==> config.mk <==
export PLATFORM = sky130hd
export DESIGN_NAME = axi_wr_channel
export DESIGN_NICKNAME = d
export VERILOG_FILES = /design/src/rtl/axi_burst_pkg.sv /design/src/rtl/axi_burst_addr.sv /design/src/rtl/axi_wr_channel.sv
export SDC_FILE = /design/constraint.sdc
export NUM_CORES = 1
export LEC_CHECK = 0
export BUFFER_PORTS_ARGS = -buffer_cell sky130_fd_sc_hd__buf_2
export CORE_ASPECT_RATIO = 0.75
export CORE_MARGIN = 10
export CORE_UTILIZATION = 35
export CTS_CLUSTER_DIAMETER = 100
export DETAILED_ROUTE_END_ITERATION = 12
export PLACE_DENSITY = 0.87
export SLEW_MARGIN = 25
export SYNTH_ARGS = -nofsm -noshare
export SYNTH_HDL_FRONTEND = slang
export SYNTH_SLANG_ARGS = --single-unit
==> constraint.sdc <==
create_clock -name CLK -period 4.8 [get_ports CLK]
set_input_delay 0.96 -clock CLK [delete_from_list [all_inputs] [get_ports CLK]]
set_output_delay 0.96 -clock CLK [all_outputs]
set_load 0.01 [all_outputs]
==> src/rtl/axi_burst_pkg.sv <==
// AXI4 burst definitions.
// Burst kinds, response codes and field widths for the channel controllers.

package axi_burst_pkg;

	// Widths of the AXI4 fields the slave decodes.
	localparam int LEN_W = 8;
	localparam int BURST_W = 2;
	localparam int RESP_W = 2;

	// AxBURST encodings.
	typedef enum logic [BURST_W-1:0] {
		BURST_FIXED = 2'b00,
		BURST_INCR = 2'b01,
		BURST_WRAP = 2'b10
	} burst_e;

	// xRESP encodings.
	// EXOKAY and DECERR never leave this slave.
	typedef enum logic [RESP_W-1:0] {
		RESP_OKAY = 2'b00,
		RESP_SLVERR = 2'b10
	} resp_e;

endpackage

==> src/rtl/axi_burst_addr.sv <==
// Burst address and beat counter.
// Loads on the address handshake and steps once per advanced beat.
`timescale 1ns/1ns

module axi_burst_addr
	import axi_burst_pkg::*;
#(
	parameter int ADDR_W = 32,
	parameter int DATA_W = 64
) (
	input  logic              CLK,
	input  logic              rst_n,
	input  logic              load,
	input  logic [ADDR_W-1:0] start_addr,
	input  logic [LEN_W-1:0]  len,
	input  burst_e            burst,
	input  logic              advance,
	output logic [ADDR_W-1:0] addr,
	output logic              last,
	output logic              wrap_err
);

	// One beat moves the address by the full bus width.
	localparam int ADDR_LSB = $clog2(DATA_W / 8);

	logic [LEN_W-1:0] len_q;
	logic [LEN_W-1:0] cnt_q;
	burst_e burst_q;

	// The address steps one bus word per beat for INCR only.
	always_ff @(posedge CLK) begin
		if (load) begin
			addr <= start_addr;
			len_q <= len;
		end else if (advance && burst_q == BURST_INCR) begin
			addr <= addr + (ADDR_W'(1) << ADDR_LSB);
		end
	end

	always_ff @(posedge CLK) begin
		if (!rst_n) begin
			cnt_q <= '0;
			burst_q <= BURST_FIXED;
		end else if (load) begin
			cnt_q <= '0;
			burst_q <= burst;
		end else if (advance) begin
			cnt_q <= cnt_q + 1'b1;
		end
	end

	assign last = (cnt_q == len_q);
	assign wrap_err = (burst_q == BURST_WRAP);

endmodule

==> src/rtl/axi_wr_channel.sv <==
// AXI4 write channel controller.
// Runs AW, W and B phases and turns accepted beats into strobed SRAM writes.
`timescale 1ns/1ns

module axi_wr_channel
	import axi_burst_pkg::*;
#(
	parameter int ADDR_W = 32,
	parameter int DATA_W = 64,
	parameter int MEM_AW = 14
) (
	input  logic                CLK,
	input  logic                rst_n,
	input  logic                wr_grant,
	input  logic [ADDR_W-1:0]   awaddr,
	input  logic [LEN_W-1:0]    awlen,
	input  logic [BURST_W-1:0]  awburst,
	input  logic                awvalid,
	input  logic [DATA_W-1:0]   wdata,
	input  logic [DATA_W/8-1:0] wstrb,
	input  logic                wlast,
	input  logic                wvalid,
	input  logic                bready,
	output logic                awready,
	output logic                wready,
	output logic [RESP_W-1:0]   bresp,
	output logic                bvalid,
	output logic                wr_done,
	output logic                mem_we,
	output logic [MEM_AW-1:0]   mem_waddr,
	output logic [DATA_W-1:0]   mem_wdata,
	output logic [DATA_W/8-1:0] mem_wstrb
);

	localparam int ADDR_LSB = $clog2(DATA_W / 8);

	typedef enum logic [1:0] {
		WR_IDLE,
		WR_ADDR,
		WR_DATA,
		WR_RESP
	} wr_state_e;

	wr_state_e state;
	logic aw_hs;
	logic w_hs;
	logic [ADDR_W-1:0] beat_addr;
	logic wrap_err;

	assign awready = (state == WR_ADDR);
	assign wready = (state == WR_DATA);
	assign bvalid = (state == WR_RESP);
	assign aw_hs = awready && awvalid;
	assign w_hs = wready && wvalid;
	assign wr_done = bvalid && bready;

	always_ff @(posedge CLK) begin
		if (!rst_n) begin
			state <= WR_IDLE;
		end else begin
			case (state)
				WR_IDLE: if (wr_grant) state <= WR_ADDR;
				WR_ADDR: if (aw_hs) state <= WR_DATA;
				// The burst ends on WLAST, not on the beat count.
				WR_DATA: if (w_hs && wlast) state <= WR_RESP;
				WR_RESP: if (wr_done) state <= WR_IDLE;
				default: state <= WR_IDLE;
			endcase
		end
	end

	axi_burst_addr #(
		.ADDR_W(ADDR_W),
		.DATA_W(DATA_W)
	) i_aw_addr (
		.CLK       (CLK),
		.rst_n     (rst_n),
		.load      (aw_hs),
		.start_addr(awaddr),
		.len       (awlen),
		.burst     (burst_e'(awburst)),
		.advance   (w_hs),
		.addr      (beat_addr),
		.last      (),
		.wrap_err  (wrap_err)
	);

	// WRAP bursts are drained without touching memory.
	assign mem_we = w_hs && !wrap_err;
	assign mem_waddr = beat_addr[ADDR_LSB +: MEM_AW];
	assign mem_wdata = wdata;
	assign mem_wstrb = wstrb;
	assign bresp = wrap_err ? RESP_SLVERR : RESP_OKAY;

	a_wready_granted: assert property (@(posedge CLK) disable iff (!rst_n)
		wready |-> wr_grant)
		else $error("WREADY high without a write grant");

endmodule

==> results.yml <==
yosys:
  yosysTopAreaCellShare: 0.337
  yosysWarnings: 0
  synth-seq-cells: 18
  ys_top_cells_by_area: "buf_4 34%, edfxtp_1 25%, xnor2_1 5.3%"
  avgSynthCellArea_um2: 8.77
  yosysSeqAreaShare: 0.303
  ys_types: 28
  syn_nets: 314
  synth_area_um2: 1650
  syn_inst: 188
  synth_area_leader_cell: "buf_4"
timing:
  skew_ps: 8.15
  finalMaxSlewViolations: 0
  finalHoldViolations: 0
  relSlewSlack: 0.352
  tns_ps: 0
  fin_ws_ps: 2500
  final.min_clock_period_ps: 2300
  fmax_ghz: 0.435
  rsz0062_at_grt: "no"
  final.period_utilization: 0.479
  tightest_slew_ps: 970
  setup_viol: 0
floorplan:
  die_w_um: 99.3
  num_rows: 21
  pin_count: 214
  core_area_um2: 4520
  die_h_um: 79.4
  dieArea_um2: 7890
  initial_utilization: 0.365
critical_path:
  crit_top_cell: "buf_2"
  cp-endpoint: "wr_done"
  cp-start-kind: "input pin"
  r2r_cells: 4
  cp_slowest_stage_delay_ps: 140
  worstPathArrival_ps: 1340
  startpoint: "bready"
  crit_fanout: 2
  reg2reg_to: "i_aw_addr.addr[4]"
  crit_slowest_cell: "and2_1"
  cp.required_ps: 3840
  path_buf_inv: 2
  crit-reg2reg-launch: "state[1]"
  critical_path.cell_chain: "buf_2 > and2_1 > buf_2"
  worstSetupEndpointType: "primary output"
  crit_family: "buffers and inverters"
  r2r_slack_ps: 2730
  path_class: "in2out"
  cp_num_cells: 3
clock_tree:
  cts_tree: "done"
  clk_path_buf_depth: 2
  cts_sinks: 18
  cts_buffers: 3
  cts_hold_buf: 0
  post_cts_buffers: 0
  cts_resized: 0
  clk_pin_slew_ps: 70
  htree_num_levels: 1
  root_buffer: "clkbuf_8"
  worstSkewPairLatency_ps: 260
global_route:
  grt_pass1_wl_mm: 5.38
  grt_max_degree: 31
  track_usage: 0.0824
  grt_pass1_vias: 1024
  overflow: 0
  antenna_found_initial: 0
final_layout:
  fill_cells: 506
  register_area_um2: 500
  final_core_util: 0.313
  drive_gt1_frac: 0.335
  multiInputGateArea_um2: 558
  n_antenna_cell: 0
  area_growth_pct: -14.2
  final_nets: 285
job:
  cap_violations: 0
power:
  p_leak_nw: 0.576
  peakVddDrop_mv: 0.133
  p_per_area_nw_per_um2: 416
placed_design:
  hpwl_mm: 2.70
  place_ws_ps: 2300
  port_buffers: 42
  gp_congestion: 0.808
routing:
  wl_per_cell_um: 15.8
  via_per_inst: 4.73
  antenna_left: 0
  initialDrtViolationCount: 57
  routed_wl_mm: 3.40
  routed-via-count: 1017
  drc: 0
  dr.pass1.iters: 4
outcome:
  status: "finished clean"
min_path:
  hold_path.class: "reg2reg"
==> cell usage in the layout (no fill, tap or decap), types with 2 or more instances in the layout <==
master	count
buf_2	42
nor2_1	19
edfxtp_1	14
a21oi_1	12
xnor2_1	10
nand2_1	8
nand3_1	6
inv_1	6
ha_1	5
nor3_1	4
nor2b_1	4
dfxtp_1	4
a21boi_0	3
clkbuf_8	3
nand4_2	2
nor4_2	2
xor2_1	2
==> kinds of logic (layout without fill, tap and decap cells) <==
group	after synthesis	in the layout	share of synthesized area
and+or+nand+nor	48	48	0.149
DFF	18	18	0.303
AOI/OAI and AO/OA	19	19	0.0728
muxes	2	2	0.0129
buffers and inverters	83	53	0.358
other	1	1	0.00227
adders and majority gates	5	5	0.0379
xor gates and xnor gates	12	12	0.0637
==> layer usage <==
metal,track usage,share of wire
met5,0,0
met4,0.0243,0.011
met3,0.0640,0.14
met2,0.119,0.44
met1,0.0911,0.41
==> worst min-delay path by stage <==
stage                               from              endpoint  slack [ps]  cells after the start
floorplan           i_aw_addr.burst_q[1]  i_aw_addr.burst_q[1]         450                      2
global placement    i_aw_addr.burst_q[1]  i_aw_addr.burst_q[1]         460                      2
detailed placement  i_aw_addr.burst_q[1]  i_aw_addr.burst_q[1]         470                      2
CTS                 i_aw_addr.burst_q[1]  i_aw_addr.burst_q[1]         480                      2
global route        i_aw_addr.burst_q[1]  i_aw_addr.burst_q[1]         530                      2
finish              i_aw_addr.burst_q[1]  i_aw_addr.burst_q[1]         470                      2
==> synthesized netlist by cell type <==
| master | count |
|---|---|
| buf_4 | 74 |
| nor2_1 | 19 |
| edfxtp_1 | 14 |
| a21oi_1 | 12 |
| xnor2_1 | 10 |
| nand2_1 | 8 |
| inv_1 | 6 |
| nand3_1 | 6 |
| ha_1 | 5 |
| dfxtp_1 | 4 |
| nor2b_1 | 4 |
| nor3_1 | 4 |
| a21boi_0 | 3 |
| clkbuf_1 | 2 |
| nand4_2 | 2 |
| nor4_2 | 2 |
| xor2_1 | 2 |
| a2111oi_2 | 1 |
| a21oi_2 | 1 |
| and2_1 | 1 |
| buf_2 | 1 |
| conb_1 | 1 |
| mux2_2 | 1 |
| mux2i_1 | 1 |
| nand2b_1 | 1 |
| nand4_1 | 1 |
| o21ai_0 | 1 |
| o41ai_1 | 1 |
==> final cells by class <==
cell class	count	share of cell area
clock buffer	3	0.0292
inverter	6	0.0159
sequential	18	0.354
clock inverter	1	0.00265
tap	57	0.0504
multi-input combinational	87	0.394
timing repair buffer	43	0.154
==> stage by stage <==
| stage | hold WS (ps) | area, µm² | power [mW] | cells |
|---|---|---|---|---|
| finish | 471 | 1420 | 0.588 | 215 |
| global route | 528 | 1420 | 0.633 | 215 |
| CTS | 476 | 1420 | 0.598 | 215 |
| detailed placement | 465 | 1370 | 0.485 | 211 |
| global placement | 463 | 1370 | 0.475 | 211 |
| floorplan | 447 | 1650 | 0.470 | 188 |
==> power breakdown <==
part | total, mW | switching, mW | internal [mW]
Combinational | 0.225 | 0.127 | 0.0979
Sequential | 0.253 | 0.0358 | 0.218
Clock | 0.109 | 0.0526 | 0.0569
Total | 0.588 | 0.216 | 0.372
==> registers in the layout (all words and copies together) (netlist names) <==
name               cells
i_aw_addr.addr        14
i_aw_addr.burst_q      2
state                  2
==> tightest hold or removal path, stage by stage (launching register included) <==
cell and delay (ps):
dfxtp_1 310, nand2_1 50, a21boi_0 70
Power figures use the tool's default switching activity.
