File: config.mk
export PLATFORM = sky130hd
export DESIGN_NAME = axi_rd_channel
export DESIGN_NICKNAME = d
export VERILOG_FILES = /design/src/rtl/axi_burst_pkg.sv /design/src/rtl/axi_burst_addr.sv /design/src/rtl/axi_rd_channel.sv
export SDC_FILE = /design/constraint.sdc
export NUM_CORES = 1
export LEC_CHECK = 0
export BUFFER_PORTS_ARGS = -buffer_cell sky130_fd_sc_hd__buf_2
export CAP_MARGIN = 30
export CORE_MARGIN = 3
export CORE_UTILIZATION = 45
export DETAILED_ROUTE_END_ITERATION = 12
export HOLD_SLACK_MARGIN = 0.02
export PLACE_DENSITY = 0.82
export SYNTH_ARGS = -nofsm -noshare
export SYNTH_HDL_FRONTEND = slang
export SYNTH_HIERARCHICAL = 1
export SYNTH_SLANG_ARGS = --single-unit
export TNS_END_PERCENT = 10
File: constraint.sdc
create_clock -name CLK -period 3.2 [get_ports CLK]
set_clock_uncertainty 0.15 [all_clocks]
set_input_delay 0.48 -clock CLK [delete_from_list [all_inputs] [get_ports CLK]]
set_output_delay 0.48 -clock CLK [all_outputs]
set_load 0.01 [all_outputs]
File: src/rtl/axi_burst_pkg.sv
// AXI4 burst definitions.
// Burst kinds, response codes and field widths for the channel controllers.

package axi_burst_pkg;

	// Widths of the AXI4 fields the slave decodes.
	localparam int LEN_W = 8;
	localparam int BURST_W = 2;
	localparam int RESP_W = 2;

	// AxBURST encodings.
	typedef enum logic [BURST_W-1:0] {
		BURST_FIXED = 2'b00,
		BURST_INCR = 2'b01,
		BURST_WRAP = 2'b10
	} burst_e;

	// xRESP encodings.
	// EXOKAY and DECERR never leave this slave.
	typedef enum logic [RESP_W-1:0] {
		RESP_OKAY = 2'b00,
		RESP_SLVERR = 2'b10
	} resp_e;

endpackage

File: src/rtl/axi_burst_addr.sv
// Burst address and beat counter.
// Loads on the address handshake and steps once per advanced beat.
`timescale 1ns/1ns

module axi_burst_addr
	import axi_burst_pkg::*;
#(
	parameter int ADDR_W = 32,
	parameter int DATA_W = 64
) (
	input  logic              CLK,
	input  logic              rst_n,
	input  logic              load,
	input  logic [ADDR_W-1:0] start_addr,
	input  logic [LEN_W-1:0]  len,
	input  burst_e            burst,
	input  logic              advance,
	output logic [ADDR_W-1:0] addr,
	output logic              last,
	output logic              wrap_err
);

	// One beat moves the address by the full bus width.
	localparam int ADDR_LSB = $clog2(DATA_W / 8);

	logic [LEN_W-1:0] len_q;
	logic [LEN_W-1:0] cnt_q;
	burst_e burst_q;

	// The address steps one bus word per beat for INCR only.
	always_ff @(posedge CLK) begin
		if (load) begin
			addr <= start_addr;
			len_q <= len;
		end else if (advance && burst_q == BURST_INCR) begin
			addr <= addr + (ADDR_W'(1) << ADDR_LSB);
		end
	end

	always_ff @(posedge CLK) begin
		if (!rst_n) begin
			cnt_q <= '0;
			burst_q <= BURST_FIXED;
		end else if (load) begin
			cnt_q <= '0;
			burst_q <= burst;
		end else if (advance) begin
			cnt_q <= cnt_q + 1'b1;
		end
	end

	assign last = (cnt_q == len_q);
	assign wrap_err = (burst_q == BURST_WRAP);

endmodule

File: src/rtl/axi_rd_channel.sv
// AXI4 read channel controller.
// Runs AR and R phases, prefetching the next word on every R handshake.
`timescale 1ns/1ns

module axi_rd_channel
	import axi_burst_pkg::*;
#(
	parameter int ADDR_W = 32,
	parameter int DATA_W = 64,
	parameter int MEM_AW = 14
) (
	input  logic               CLK,
	input  logic               rst_n,
	input  logic               rd_grant,
	input  logic [ADDR_W-1:0]  araddr,
	input  logic [LEN_W-1:0]   arlen,
	input  logic [BURST_W-1:0] arburst,
	input  logic               arvalid,
	input  logic               rready,
	input  logic [DATA_W-1:0]  mem_rdata,
	output logic               arready,
	output logic [DATA_W-1:0]  rdata,
	output logic [RESP_W-1:0]  rresp,
	output logic               rlast,
	output logic               rvalid,
	output logic               rd_done,
	output logic               mem_re,
	output logic [MEM_AW-1:0]  mem_raddr
);

	localparam int ADDR_LSB = $clog2(DATA_W / 8);

	typedef enum logic [1:0] {
		RD_IDLE,
		RD_ADDR,
		RD_FETCH,
		RD_DATA
	} rd_state_e;

	rd_state_e state;
	logic ar_hs;
	logic r_hs;
	logic issue;
	logic [ADDR_W-1:0] beat_addr;
	logic beat_last;
	logic wrap_err;

	assign arready = (state == RD_ADDR);
	assign rvalid = (state == RD_DATA);
	assign ar_hs = arready && arvalid;
	assign r_hs = rvalid && rready;
	assign rd_done = r_hs && rlast;

	// A read goes out for the first beat and again on each non-final handshake.
	assign issue = (state == RD_FETCH) || (r_hs && !rlast);

	always_ff @(posedge CLK) begin
		if (!rst_n) begin
			state <= RD_IDLE;
		end else begin
			case (state)
				RD_IDLE: if (rd_grant) state <= RD_ADDR;
				RD_ADDR: if (ar_hs) state <= RD_FETCH;
				RD_FETCH: state <= RD_DATA;
				RD_DATA: if (rd_done) state <= RD_IDLE;
				default: state <= RD_IDLE;
			endcase
		end
	end

	// RLAST travels with the word it was issued for.
	always_ff @(posedge CLK) begin
		if (!rst_n)
			rlast <= 1'b0;
		else if (issue)
			rlast <= beat_last;
		else if (rd_done)
			rlast <= 1'b0;
	end

	axi_burst_addr #(
		.ADDR_W(ADDR_W),
		.DATA_W(DATA_W)
	) i_ar_addr (
		.CLK       (CLK),
		.rst_n     (rst_n),
		.load      (ar_hs),
		.start_addr(araddr),
		.len       (arlen),
		.burst     (burst_e'(arburst)),
		.advance   (issue),
		.addr      (beat_addr),
		.last      (beat_last),
		.wrap_err  (wrap_err)
	);

	// The counter still runs for WRAP so RLAST lands on the right beat.
	assign mem_re = issue && !wrap_err;
	assign mem_raddr = beat_addr[ADDR_LSB +: MEM_AW];
	assign rdata = wrap_err ? '0 : mem_rdata;
	assign rresp = wrap_err ? RESP_SLVERR : RESP_OKAY;

	a_r_stable: assert property (@(posedge CLK) disable iff (!rst_n)
		rvalid && !rready |=> $stable(rdata) && $stable(rlast))
		else $error("R payload changed while stalled");

endmodule

==> impl_results.md <==
- Post-detailed-route count of antenna-violating nets: 0
- Number of nets at the end of the flow: roughly 540
- CTS H-tree depth: 2
- Peak ir drop on the vdd network: between 0.2 and 0.25 mV
- Post-Synthesis Cell Area: approximately 2300 sq um
- Std cell rows: 25
- Starting utilization of the core area: 0.4737
- Insertion delay of the later-clocked pin in the worst-skew pair: between 200 and 300 ps
- Core Footprint: 4786 sq um
- Fraction of final layout cells with drive strength greater than 1: 0.4702
- Die boundary width: around 77 um
- Port-buffer cells: between 150 and 200
- Number of warnings printed during yosys synthesis: 6
- Cells after synthesis: 250
- Die H: roughly 77 um
- Outcome: finished, final reports clean
- Element type at the critical path end: output port
- DRC marker count from the first detailed-route iteration: 84
- Reg-to-reg critical path endpoint: i_ar_addr/addr[16]
- Maximum root-to-sink buffer count: 2
- PostCTS Resize Cnt: 0
- Total negative slack for setup checks: 0 ps
- Classification of the worst-slack hold path: primary input to flop
- Avg Vias per Cell: about 4.8
- Total power consumption of the routed design: 0.001726 W
- Total wirelength of the detailed-routed design: 6963 um
- First-pass GRT wire length: about 11,000 um
- Final worst-path cycle share: 0.7503
- Net Count, Synth: 367
- FF-to-FF setup slack: about 1000 ps
- Setup-failing EPs final: 0
- Clock tree from TritonCTS: yes
- Hold slack final: ~210 ps
- Startpoint of the most critical hold path: arlen[7]
- Pre-antenna DRT Iters: 4
- Worst max-slew margin expressed relative to the limit: 0.4982
- Worst r2r src: state[1]
- Placer congestion estimate: about 0.83
- Clock transition at the register clock pins on the worst setup and hold paths after CTS: roughly 80 ps
- Crit path largest cell delay: 600 ps
- Num CTS Buffers: 5
- Die area: between 5000 and 6000 sq um
- Final number of max-transition violations: 0
- Pin count of the biggest net entering global routing: 35
- LEAKAGE: between 1.5 and 2 nW
- Ports: a little under 200
- Total global-route track usage: 0.2372
- Number of design rule violations left after detail routing: 0
- Crit path max-delay cell type: sky130_fd_sc_hd__nor2_4
- Total setup buffers inserted after CTS: 0
- Max-cap violations: 0
- Cell depth of the worst min-delay path: 1
- Power density cells: 521.6 nW/um^2
- Minimum clock period after layout: between 2000 and 2500 ps
- Number of hold-slack violations in the final timing report: 0
- Critical path cell sequence: inv_1 > nor2_4 > buf_12 > nor2b_1 > buf_2
- Mean instance size in the synthesized netlist: ~9.1 sq um
- CP required: around 2600 ps
- Worst Path Arrival: approximately 1800 ps
- Worst Hold Path EP: i_ar_addr/len_q[7]
- Crit Path Class: flop to output port
- Maximum frequency from static timing analysis: ~0.42 GHz
- Actual transition at the worst max-transition pin: about 750 ps
- Final HPWL from detailed placement: 5755 um
- Number of hold buffers added after CTS: 0
- Reg2reg path depth: 6
- Total number of vias: between 2,000 and 2,500
- Antenna violations before repair: 0
- Clock Root Buffer: sky130_fd_sc_hd__clkbuf_8
- Maximum fanout count along the critical path: 34
- Residual overflow from global routing: 0
- Area growth syn-to-layout: 45.92%
- Unrepaired setup endpoints after global routing: false
- Routed WL per cell: ~14 um
- Worst Setup Start Kind: flop
- Number of global-route vias before repair: ~2,300
- Sink count of the clock tree: 35
stage by stage:
stage	utilization	area [sq um]	setup slack, ps	std cells
after detailed placement	0.6682	3198	1028	478
after CTS	0.6907	3306	779.8	486
after floorplan	-	2267	987.9	250
after global routing	0.6907	3306	664.6	486
after global placement	0.6682	3198	1114	478
final	0.6912	3308	799.2	487
state kept, by name, summed over array words and instances (netlist names):
signal and flops:
i_ar_addr/cnt_q 8, i_ar_addr/addr 14, i_ar_addr/len_q 8, rlast 1, state 2, i_ar_addr/burst_q 2
power breakdown:
group / internal [W] / total (W) / switching (W)
logic: 0.000307 / 0.000683 / 0.000376
registers: 0.000589 / 0.000674 / 0.0000857
clock network: 0.000200 / 0.000368 / 0.000168
total: 0.00110 / 0.00173 / 0.000629
critical path, delay by kind of cell (launching register included):
family | cells | cell delay [ps]
buffers and inverters | 3 | 470
flip-flops | 1 | 330
AND/OR/NAND/NOR | 2 | 670
cell usage in the layout, fill, tap and decap left out, types with 2 or more instances in the layout:
cell type,count
sky130_fd_sc_hd__xnor2_1,14
sky130_fd_sc_hd__nand3_1,5
sky130_fd_sc_hd__inv_1,7
sky130_fd_sc_hd__nor3_1,2
sky130_fd_sc_hd__ha_1,6
sky130_fd_sc_hd__nand2_1,26
sky130_fd_sc_hd__mux2i_1,5
sky130_fd_sc_hd__or3_1,2
sky130_fd_sc_hd__nor2b_1,66
sky130_fd_sc_hd__clkbuf_8,5
sky130_fd_sc_hd__nand4_4,2
sky130_fd_sc_hd__nand4_1,7
sky130_fd_sc_hd__and3_1,3
sky130_fd_sc_hd__buf_2,176
sky130_fd_sc_hd__buf_4,2
sky130_fd_sc_hd__o21ai_0,16
sky130_fd_sc_hd__xor2_1,10
sky130_fd_sc_hd__nor2_1,9
sky130_fd_sc_hd__edfxtp_1,22
sky130_fd_sc_hd__a21oi_1,2
sky130_fd_sc_hd__dfxtp_1,13
sky130_fd_sc_hd__and3_2,2
layout make-up:
class | instances | area, sq um
multi-input cells | 190 | 1251
fillers | 396 | 1478
repair buffers | 179 | 915.9
flip-flops and latches | 35 | 920.9
clock buffers | 6 | 93.84
diodes | 1 | 2.502
inverters | 7 | 26.28
well taps | 67 | 83.83
clock inverters | 2 | 13.76
routing by layer:
| metal | global-route usage | up-vias | wire, um |
|---|---|---|---|
| li1 | - | 1169 | - |
| met1 | 0.2717 | 1043 | 2671 |
| met4 | 0.1157 | 0 | 248 |
| met2 | 0.3981 | 93 | 3483 |
| met3 | 0.07629 | 21 | 560 |
| met5 | 0 | - | 0 |
worst max-delay path by stage:
stage | to | slack, ps | startpoint | cells after the start
5_1_grt | rdata[4] | 660 | i_ar_addr/burst_q[1] | 5
6_report | rdata[61] | 800 | i_ar_addr/burst_q[1] | 5
2_1_floorplan | i_ar_addr/addr[10] | 990 | state[1] | 6
4_1_cts | rdata[56] | 780 | i_ar_addr/burst_q[1] | 5
3_3_place_gp | i_ar_addr/addr[16] | 1110 | state[1] | 6
3_5_place_dp | i_ar_addr/addr[4] | 1030 | state[1] | 5
(Power assumes the default switching activity.)
