<file path="src/rtl/axi_rw_arbiter.sv">
// Read/write arbiter.
// Grants the slave to one transaction at a time, alternating on contest.
`timescale 1ns/1ns

module axi_rw_arbiter (
	input  logic CLK,
	input  logic rst_n,
	input  logic awvalid,
	input  logic arvalid,
	input  logic wr_done,
	input  logic rd_done,
	output logic wr_grant,
	output logic rd_grant
);

	// Set when the read side wins the next contest.
	logic prio_rd;

	always_ff @(posedge CLK) begin
		if (!rst_n) begin
			wr_grant <= 1'b0;
			rd_grant <= 1'b0;
			prio_rd <= 1'b0;
		end else if (wr_grant) begin
			if (wr_done)
				wr_grant <= 1'b0;
		end else if (rd_grant) begin
			if (rd_done)
				rd_grant <= 1'b0;
		end else if (awvalid && (!arvalid || !prio_rd)) begin
			wr_grant <= 1'b1;
			// Priority only flips when the other side was also waiting.
			if (arvalid)
				prio_rd <= 1'b1;
		end else if (arvalid) begin
			rd_grant <= 1'b1;
			if (awvalid)
				prio_rd <= 1'b0;
		end
	end

	// Both channels share the SRAM, so only one may own it.
	a_grant_onehot: assert property (@(posedge CLK) disable iff (!rst_n)
		!(wr_grant && rd_grant))
		else $error("write and read granted together");

endmodule

</file>
<file path="config.mk">
export PLATFORM = sky130hd
export DESIGN_NAME = axi_rw_arbiter
export DESIGN_NICKNAME = d
export VERILOG_FILES = /design/src/rtl/axi_rw_arbiter.sv
export SDC_FILE = /design/constraint.sdc
export NUM_CORES = 1
export LEC_CHECK = 0
export BUFFER_PORTS_ARGS = -buffer_cell sky130_fd_sc_hd__buf_2
export CAP_MARGIN = 20
export CORE_AREA = 2 2 39 41
export CTS_CLUSTER_DIAMETER = 50
export DETAILED_ROUTE_END_ITERATION = 8
export DIE_AREA = 0 0 41 43
export GPL_TIMING_DRIVEN = 0
export PLACE_DENSITY = 0.34
export SYNTH_ARGS = -nofsm -noshare
export SYNTH_HDL_FRONTEND = slang
export SYNTH_SLANG_ARGS = --single-unit
export TNS_END_PERCENT = 30
</file>
<file path="constraint.sdc">
create_clock -name CLK -period 0.9 [get_ports CLK]
set_clock_uncertainty 0.05 [all_clocks]
set_input_delay 0.135 -clock CLK [delete_from_list [all_inputs] [get_ports CLK]]
set_output_delay 0.135 -clock CLK [all_outputs]
set_load 0.005 [all_outputs]
</file>
==> metrics.yaml, run 1 <==
timing:
  fmax_ghz: 1.08
  min_period_ps: 929
  setup_viol: 2
  slew_viol_final: 0
  hold_ws_ps: 132
  finalHoldViolCount: 0
  min_period_over_period_pct: 103
  worstMarginPinSlew_ps: 211
  relSlewSlack_pct: 85.7
  rsz0062_at_grt: "true"
  fin_ws_ps: -28.7
clock_network:
  postCtsSetupBuffers: 0
  cts_root_buffer: "clkbuf_4"
  cts_tree: "built"
  cts_sinks: 3
  cts.clk_slew.worst_paths_ps: 30
  clockBufferDepth: 2
  h-tree-depth: 1
  cts_buffers: 3
  insertion_delay_ps: 230
power:
  p_per_area_nw_per_um2: 1850
  ir_drop_mv: 0.512
  total_power_uw: 457
  p_leak_uw: 0.000115
run:
  cap_viol_max_count: 0
worst_setup_path:
  endpoint_kind: "flop"
  crit_required_ps: 960
  crit_path_start_kind: "flop"
  cp_data_arrival_time_ps: 990
  crit_path_max_fanout: 5
  critical_path_class: "flop to flop"
  max_stage_delay_ps: 350
  path_cells: "and4bb_1 -> a32o_1"
  cp_slowest_cell: "dfxtp_2"
  worst-r2r-setup-slack_ps: -30
synth:
  syn-cell-area_um2: 161
  async_flop_share_pct: 0
  yosysTopAreaCell: "dfxtp_1"
  synth_ff_type: "dfxtp_1"
  ys_top_cells_by_count: "dfxtp_1 (3), and4bb_1 (2)"
  synth_edf_count: 0
  syn_inst: 14
  avgSynthCellArea_um2: 11.5
  ys_warn_count: 0
  synth_top_area_share_pct: 37.2
  ys_ff_latch: 3
  synth_nets: 20
  synthTopCellsByArea: "dfxtp_1 (37%), and4bb_1 (16%), o41ai_2 (10%)"
  synth.most_common_cell: "dfxtp_1"
  yosysSeqAreaShare_pct: 37.2
  ys_types: 11
grt:
  antenna_found_initial: 0
  grt_pass1_wl_um: 662
  grt_max_degree: 7
  grt_use_total_pct: 6.72
  grt_remaining_overflow: 0
  grt_pass1_vias: 159
routing:
  dr.pass1.iters: 2
  wirelength_met1_um: 174
  detail-route-antenna-nets: 0
  wl_met3_um: 36
  drt_iter0_drc: 1
  drt_wl_total_um: 359
  drc_errors: 0
  num_vias: 152
  routed_via_density: 3.71
  wire_per_inst_um: 8.76
  wl_met2_um: 141
  topRoutingLayerUsed: "met4"
cells_and_area:
  multi_input_area_um2: 97.6
  antenna_cells: 0
  finalInstanceArea_um2: 248
  final_nets: 32
  nFillCells: 154
  regArea_um2: 65.1
  area_growth_syn_to_layout_pct: 53.5
  drive_gt1_share_pct: 60.0
floorplan:
  io-pin-count: 8
  num_rows: 14
  dieArea_um2: 1760
  start_util_pct: 11.7
  die_y_um: 43
  die_w_um: 41
  core_um2: 1380
run_status:
  status: "finished with violations"
  violations: "negative setup slack"
place:
  numPortBuffers: 7
  routabilityCongestion: 0.637
  dpl-instance-area_um2: 219
  hpwl_um: 283
hold_path:
  hold_path_class: "primary input to flop"
cell usage in the layout (no fill, tap or decap):
master / instances
inv_1: 1
mux2i_1: 1
and4bb_1: 2
clkbuf_4: 3
nand2_1: 1
nand2b_2: 1
dfxtp_2: 1
a32o_1: 1
dfxtp_1: 1
o41ai_2: 1
a21bo_2: 1
nand2b_1: 1
buf_2: 7
clkbuf_1: 1
dfxtp_4: 1
nand3b_1: 1
through the flow:
step / setup slack [ps] / std cells / util, % / setup TNS [ps]
finish: -28.7 / 41 / 17.9 / -53.8
global route: -79.8 / 41 / 17.9 / -209
CTS: -41.8 / 41 / 17.9 / -77.5
detailed placement: -33.6 / 37 / 15.8 / -54.9
global placement: -23.0 / 37 / 15.8 / -23.0
floorplan: -0.0753 / 14 / - / -0.0753
metal layers:
| metal | track usage [%] | up-vias |
|---|---|---|
| met2 | 7.50 | 7 |
| li1 | - | 76 |
| met4 | 6.00 | 0 |
| met3 | 7.85 | 2 |
| met5 | 0 | - |
| met1 | 6.09 | 67 |
cells by family (layout without fill, tap and decap cells):
| group | after synthesis | in the layout | share of synthesized area, % |
|---|---|---|---|
| buffers and inverters | 1 | 12 | 2.32 |
| and+or+nand+nor | 6 | 6 | 31.8 |
| DFF | 3 | 3 | 37.2 |
| muxes | 1 | 1 | 6.20 |
| AOI/OAI and AO/OA | 3 | 3 | 22.5 |
final cells by class:
type                            count  area share (%)
Clock buffer                        4            10.6
Inverter                            1            1.52
Multi-Input combinational cell     10            39.4
Sequential cell                     3            26.3
Tap cell                           16            8.08
Timing Repair Buffer                7            14.1
state kept, by name, indices dropped and copies added (netlist names):
signal / cells
wr_grant: 1
prio_rd: 1
rd_grant: 1
worst max-delay path, delay by kind of cell (launching register included):
family          cells  cell delay (ps)
flops               1              350
simple gates        1              220
compound gates      1              190
final timing paths:
| kind | start | endpoint | cells past startpoint |
|---|---|---|---|
| worst min register to register | wr_grant | wr_grant | 1 |
| worst min-delay path | wr_done | wr_grant | 3 |
| worst max-delay path | rd_grant | rd_grant | 2 |
| worst max register to register | rd_grant | rd_grant | 2 |
report_power, final:
| group | leakage (uW) | switching, uW | total [uW] | internal (uW) |
|---|---|---|---|---|
| logic | 0.0000740 | 23.4 | 64.2 | 40.8 |
| registers | 0.0000257 | 14.0 | 163 | 149 |
| clock network | 0.0000150 | 64.6 | 230 | 166 |
| total | 0.000115 | 102 | 457 | 355 |
what timing repair did:
item,CTS,global route
hold buffers,0,0
pin swaps,1,0
setup endpoints to repair,3,5
resized for setup,1,0
gates cloned,0,0
(Power assumes the default switching activity.)
==> run 2: changes to the inputs <==
--- a/config.mk
+++ b/config.mk
@@ -7,12 +7,13 @@
 export LEC_CHECK = 0
 export BUFFER_PORTS_ARGS = -buffer_cell sky130_fd_sc_hd__buf_2
 export CAP_MARGIN = 20
+export CELL_PAD_IN_SITES_DETAIL_PLACEMENT = 1
+export CELL_PAD_IN_SITES_GLOBAL_PLACEMENT = 1
 export CORE_AREA = 2 2 39 41
 export CTS_CLUSTER_DIAMETER = 50
 export DETAILED_ROUTE_END_ITERATION = 8
 export DIE_AREA = 0 0 41 43
-export GPL_TIMING_DRIVEN = 0
-export PLACE_DENSITY = 0.34
+export PLACE_DENSITY = 0.41
 export SYNTH_ARGS = -nofsm -noshare
 export SYNTH_HDL_FRONTEND = slang
 export SYNTH_SLANG_ARGS = --single-unit
==> run 2 against run 1 <==
  * Combinational power increased by 35%
  * Register-to-register slack got worse by 30 ps
  * Power increased by 7.6%
  * Cell count increased by 2.4%
  * Setup slack got worse by 59 ps
  * Largest power group unchanged
  * Critical path depth unchanged
  * Non-clock buffer count increased by 1
  * First-iteration DRC count unchanged
  * Global-route usage increased by 0.51 points
  * The run still ends with negative setup slack left
  * Utilization increased by 1.9 points
  * Clock power increased by 5%
  * Sequential share of layout area decreased by 1.6 points
==> metrics.yaml, run 2 (same netlist as run 1, synthesis figures left out) <==
hold_path:
  hold_path_class: "primary input to flop"
place:
  routabilityCongestion: 0.556
  place_ws_ps: -37.5
  numPortBuffers: 7
  dp.cells: 38
timing:
  fin_ws_ps: -88.0
  finalHoldViolCount: 0
  slew_viol_final: 0
  setup_viol: 3
  fmax_ghz: 1.01
  min_period_over_period_pct: 110
  min_period_ps: 988
  hold_ws_ps: 118
  worstMarginPinSlew_ps: 207
  rsz0062_at_grt: "true"
  relSlewSlack_pct: 86.1
worst_setup_path:
  crit_path_start_kind: "flop"
  cp.depth: 2
  setup.worst_path.start: "wr_grant"
  path_cells: "buf_6 -> buf_6"
  worst-r2r-setup-slack_ps: -60
  ff2ff_path_depth: 2
  crit_path_max_fanout: 5
  endpoint_kind: "output port"
  path_buf_inv: 2
  rr_endpoint: "rd_grant"
  crit_path_frequent_cell: "buf_6"
  cp_slowest_cell: "dfxtp_4"
  max_stage_delay_ps: 350
  critical_path_class: "flop to output port"
  crit_end: "wr_grant"
  critPathTopFamily: "flip-flops"
  r2r_start: "wr_grant"
  cp_data_arrival_time_ps: 800
  crit_required_ps: 710
cells_and_area:
  layout_common_cells: "buf_2 (5), clkbuf_4 (3), buf_6 (3), and4bb_1 (2), dfxtp_4 (2)"
  nFillCells: 164
  instances_no_fill: 42
  final_nets: 33
  area_growth_syn_to_layout_pct: 69.8
  top_regs: "prio_rd (1), rd_grant (1), wr_grant (1)"
  antenna_cells: 0
  final_common_cell: "buf_2"
  drive_gt1_share_pct: 61.5
run_status:
  violations: "negative setup slack"
  status: "finished with violations"
floorplan:
  io-pin-count: 8
  die_w_um: 41
  die_y_um: 43
  dieArea_um2: 1760
  num_rows: 14
  start_util_pct: 11.7
  core_um2: 1380
clock_network:
  cts_buffers: 3
  hold_buffers: 0
  postCtsSetupBuffers: 0
  cts_sinks: 3
  h-tree-depth: 1
  cts.clk_slew.worst_paths_ps: 40
  cts_root_buffer: "clkbuf_4"
  clockBufferDepth: 2
  cts_tree: "built"
  insertion_delay_ps: 240
power:
  ir_drop_mv: 0.548
  p_per_area_nw_per_um2: 1800
  p_leak_uw: 0.000123
routing:
  num_vias: 157
  dr.pass1.iters: 2
  routed_via_density: 3.74
  drt_iter0_drc: 1
  wire_per_inst_um: 10.9
  drc_errors: 0
  drt_wl_total_um: 459
  detail-route-antenna-nets: 0
grt:
  grt_pass1_vias: 184
  grt_remaining_overflow: 0
  antenna_found_initial: 0
  grt_max_degree: 7
  grt_pass1_wl_um: 779
  grt_use_total_pct: 7.23
run:
  cap_viol_max_count: 0
[run 2: cell count changes in the layout (fill, tap and decap cells not counted), sizes merged]
cell  change
buf       +1
[run 2: timing repair]
action	4_1_cts	5_1_grt
resized for setup	1	4
pin swaps	1	2
endpoints found under the setup margin	4	5
endpoints found under the hold margin	0	0
[run 2: how the worst min path moves through the flow]
stage	startpoint	end	slack (ps)	depth (start not counted)
6_report	wr_done	wr_grant	120	3
5_1_grt	wr_done	wr_grant	140	3
4_1_cts	wr_done	wr_grant	120	3
3_5_place_dp	wr_done	wr_grant	370	3
3_3_place_gp	wr_done	wr_grant	370	3
2_1_floorplan	rst_n	prio_rd	230	2
[run 2: area by class of cell]
type | instances | area, um^2 | area share, %
clock buffers | 4 | 26.3 | 9.59
flip-flops and latches | 3 | 67.6 | 24.7
well taps | 16 | 20.0 | 7.31
repair buffers | 8 | 58.8 | 21.5
multi-input cells | 10 | 97.6 | 35.6
inverters | 1 | 3.75 | 1.37
[run 2: tightest hold or removal path, cell delays in order]
cell and delay (ps):
buf_2 70, nand3b_1 100, o41ai_2 60
[run 2: metal layers]
layer / vias to the layer above / part of all wire (%) / track usage, %
met5: - / 0 / 0
met4: 0 / 0 / 6.00
met3: 0 / 8.1 / 3.14
met2: 6 / 47 / 9.38
met1: 74 / 45 / 8.68
li1: 77 / - / -
[run 2: stage by stage]
| step | total power (uW) | instance area (um^2) | utilization (%) | TNS (ps) |
|---|---|---|---|---|
| after CTS | 499 | 256 | 18.5 | -173 |
| after floorplan | 200 | 164 | - | -0.0753 |
| final | 492 | 274 | 19.8 | -181 |
| after global routing | 539 | 274 | 19.8 | -313 |
| after detailed placement | 238 | 226 | 16.4 | -47.3 |
| after global placement | 234 | 226 | 16.4 | -20.0 |
[run 2: power by group]
| part | switching, uW | total, uW | internal (uW) |
|---|---|---|---|
| clock | 75.1 | 242 | 167 |
| sequential | 15.9 | 163 | 147 |
| combinational | 28.4 | 86.9 | 58.5 |
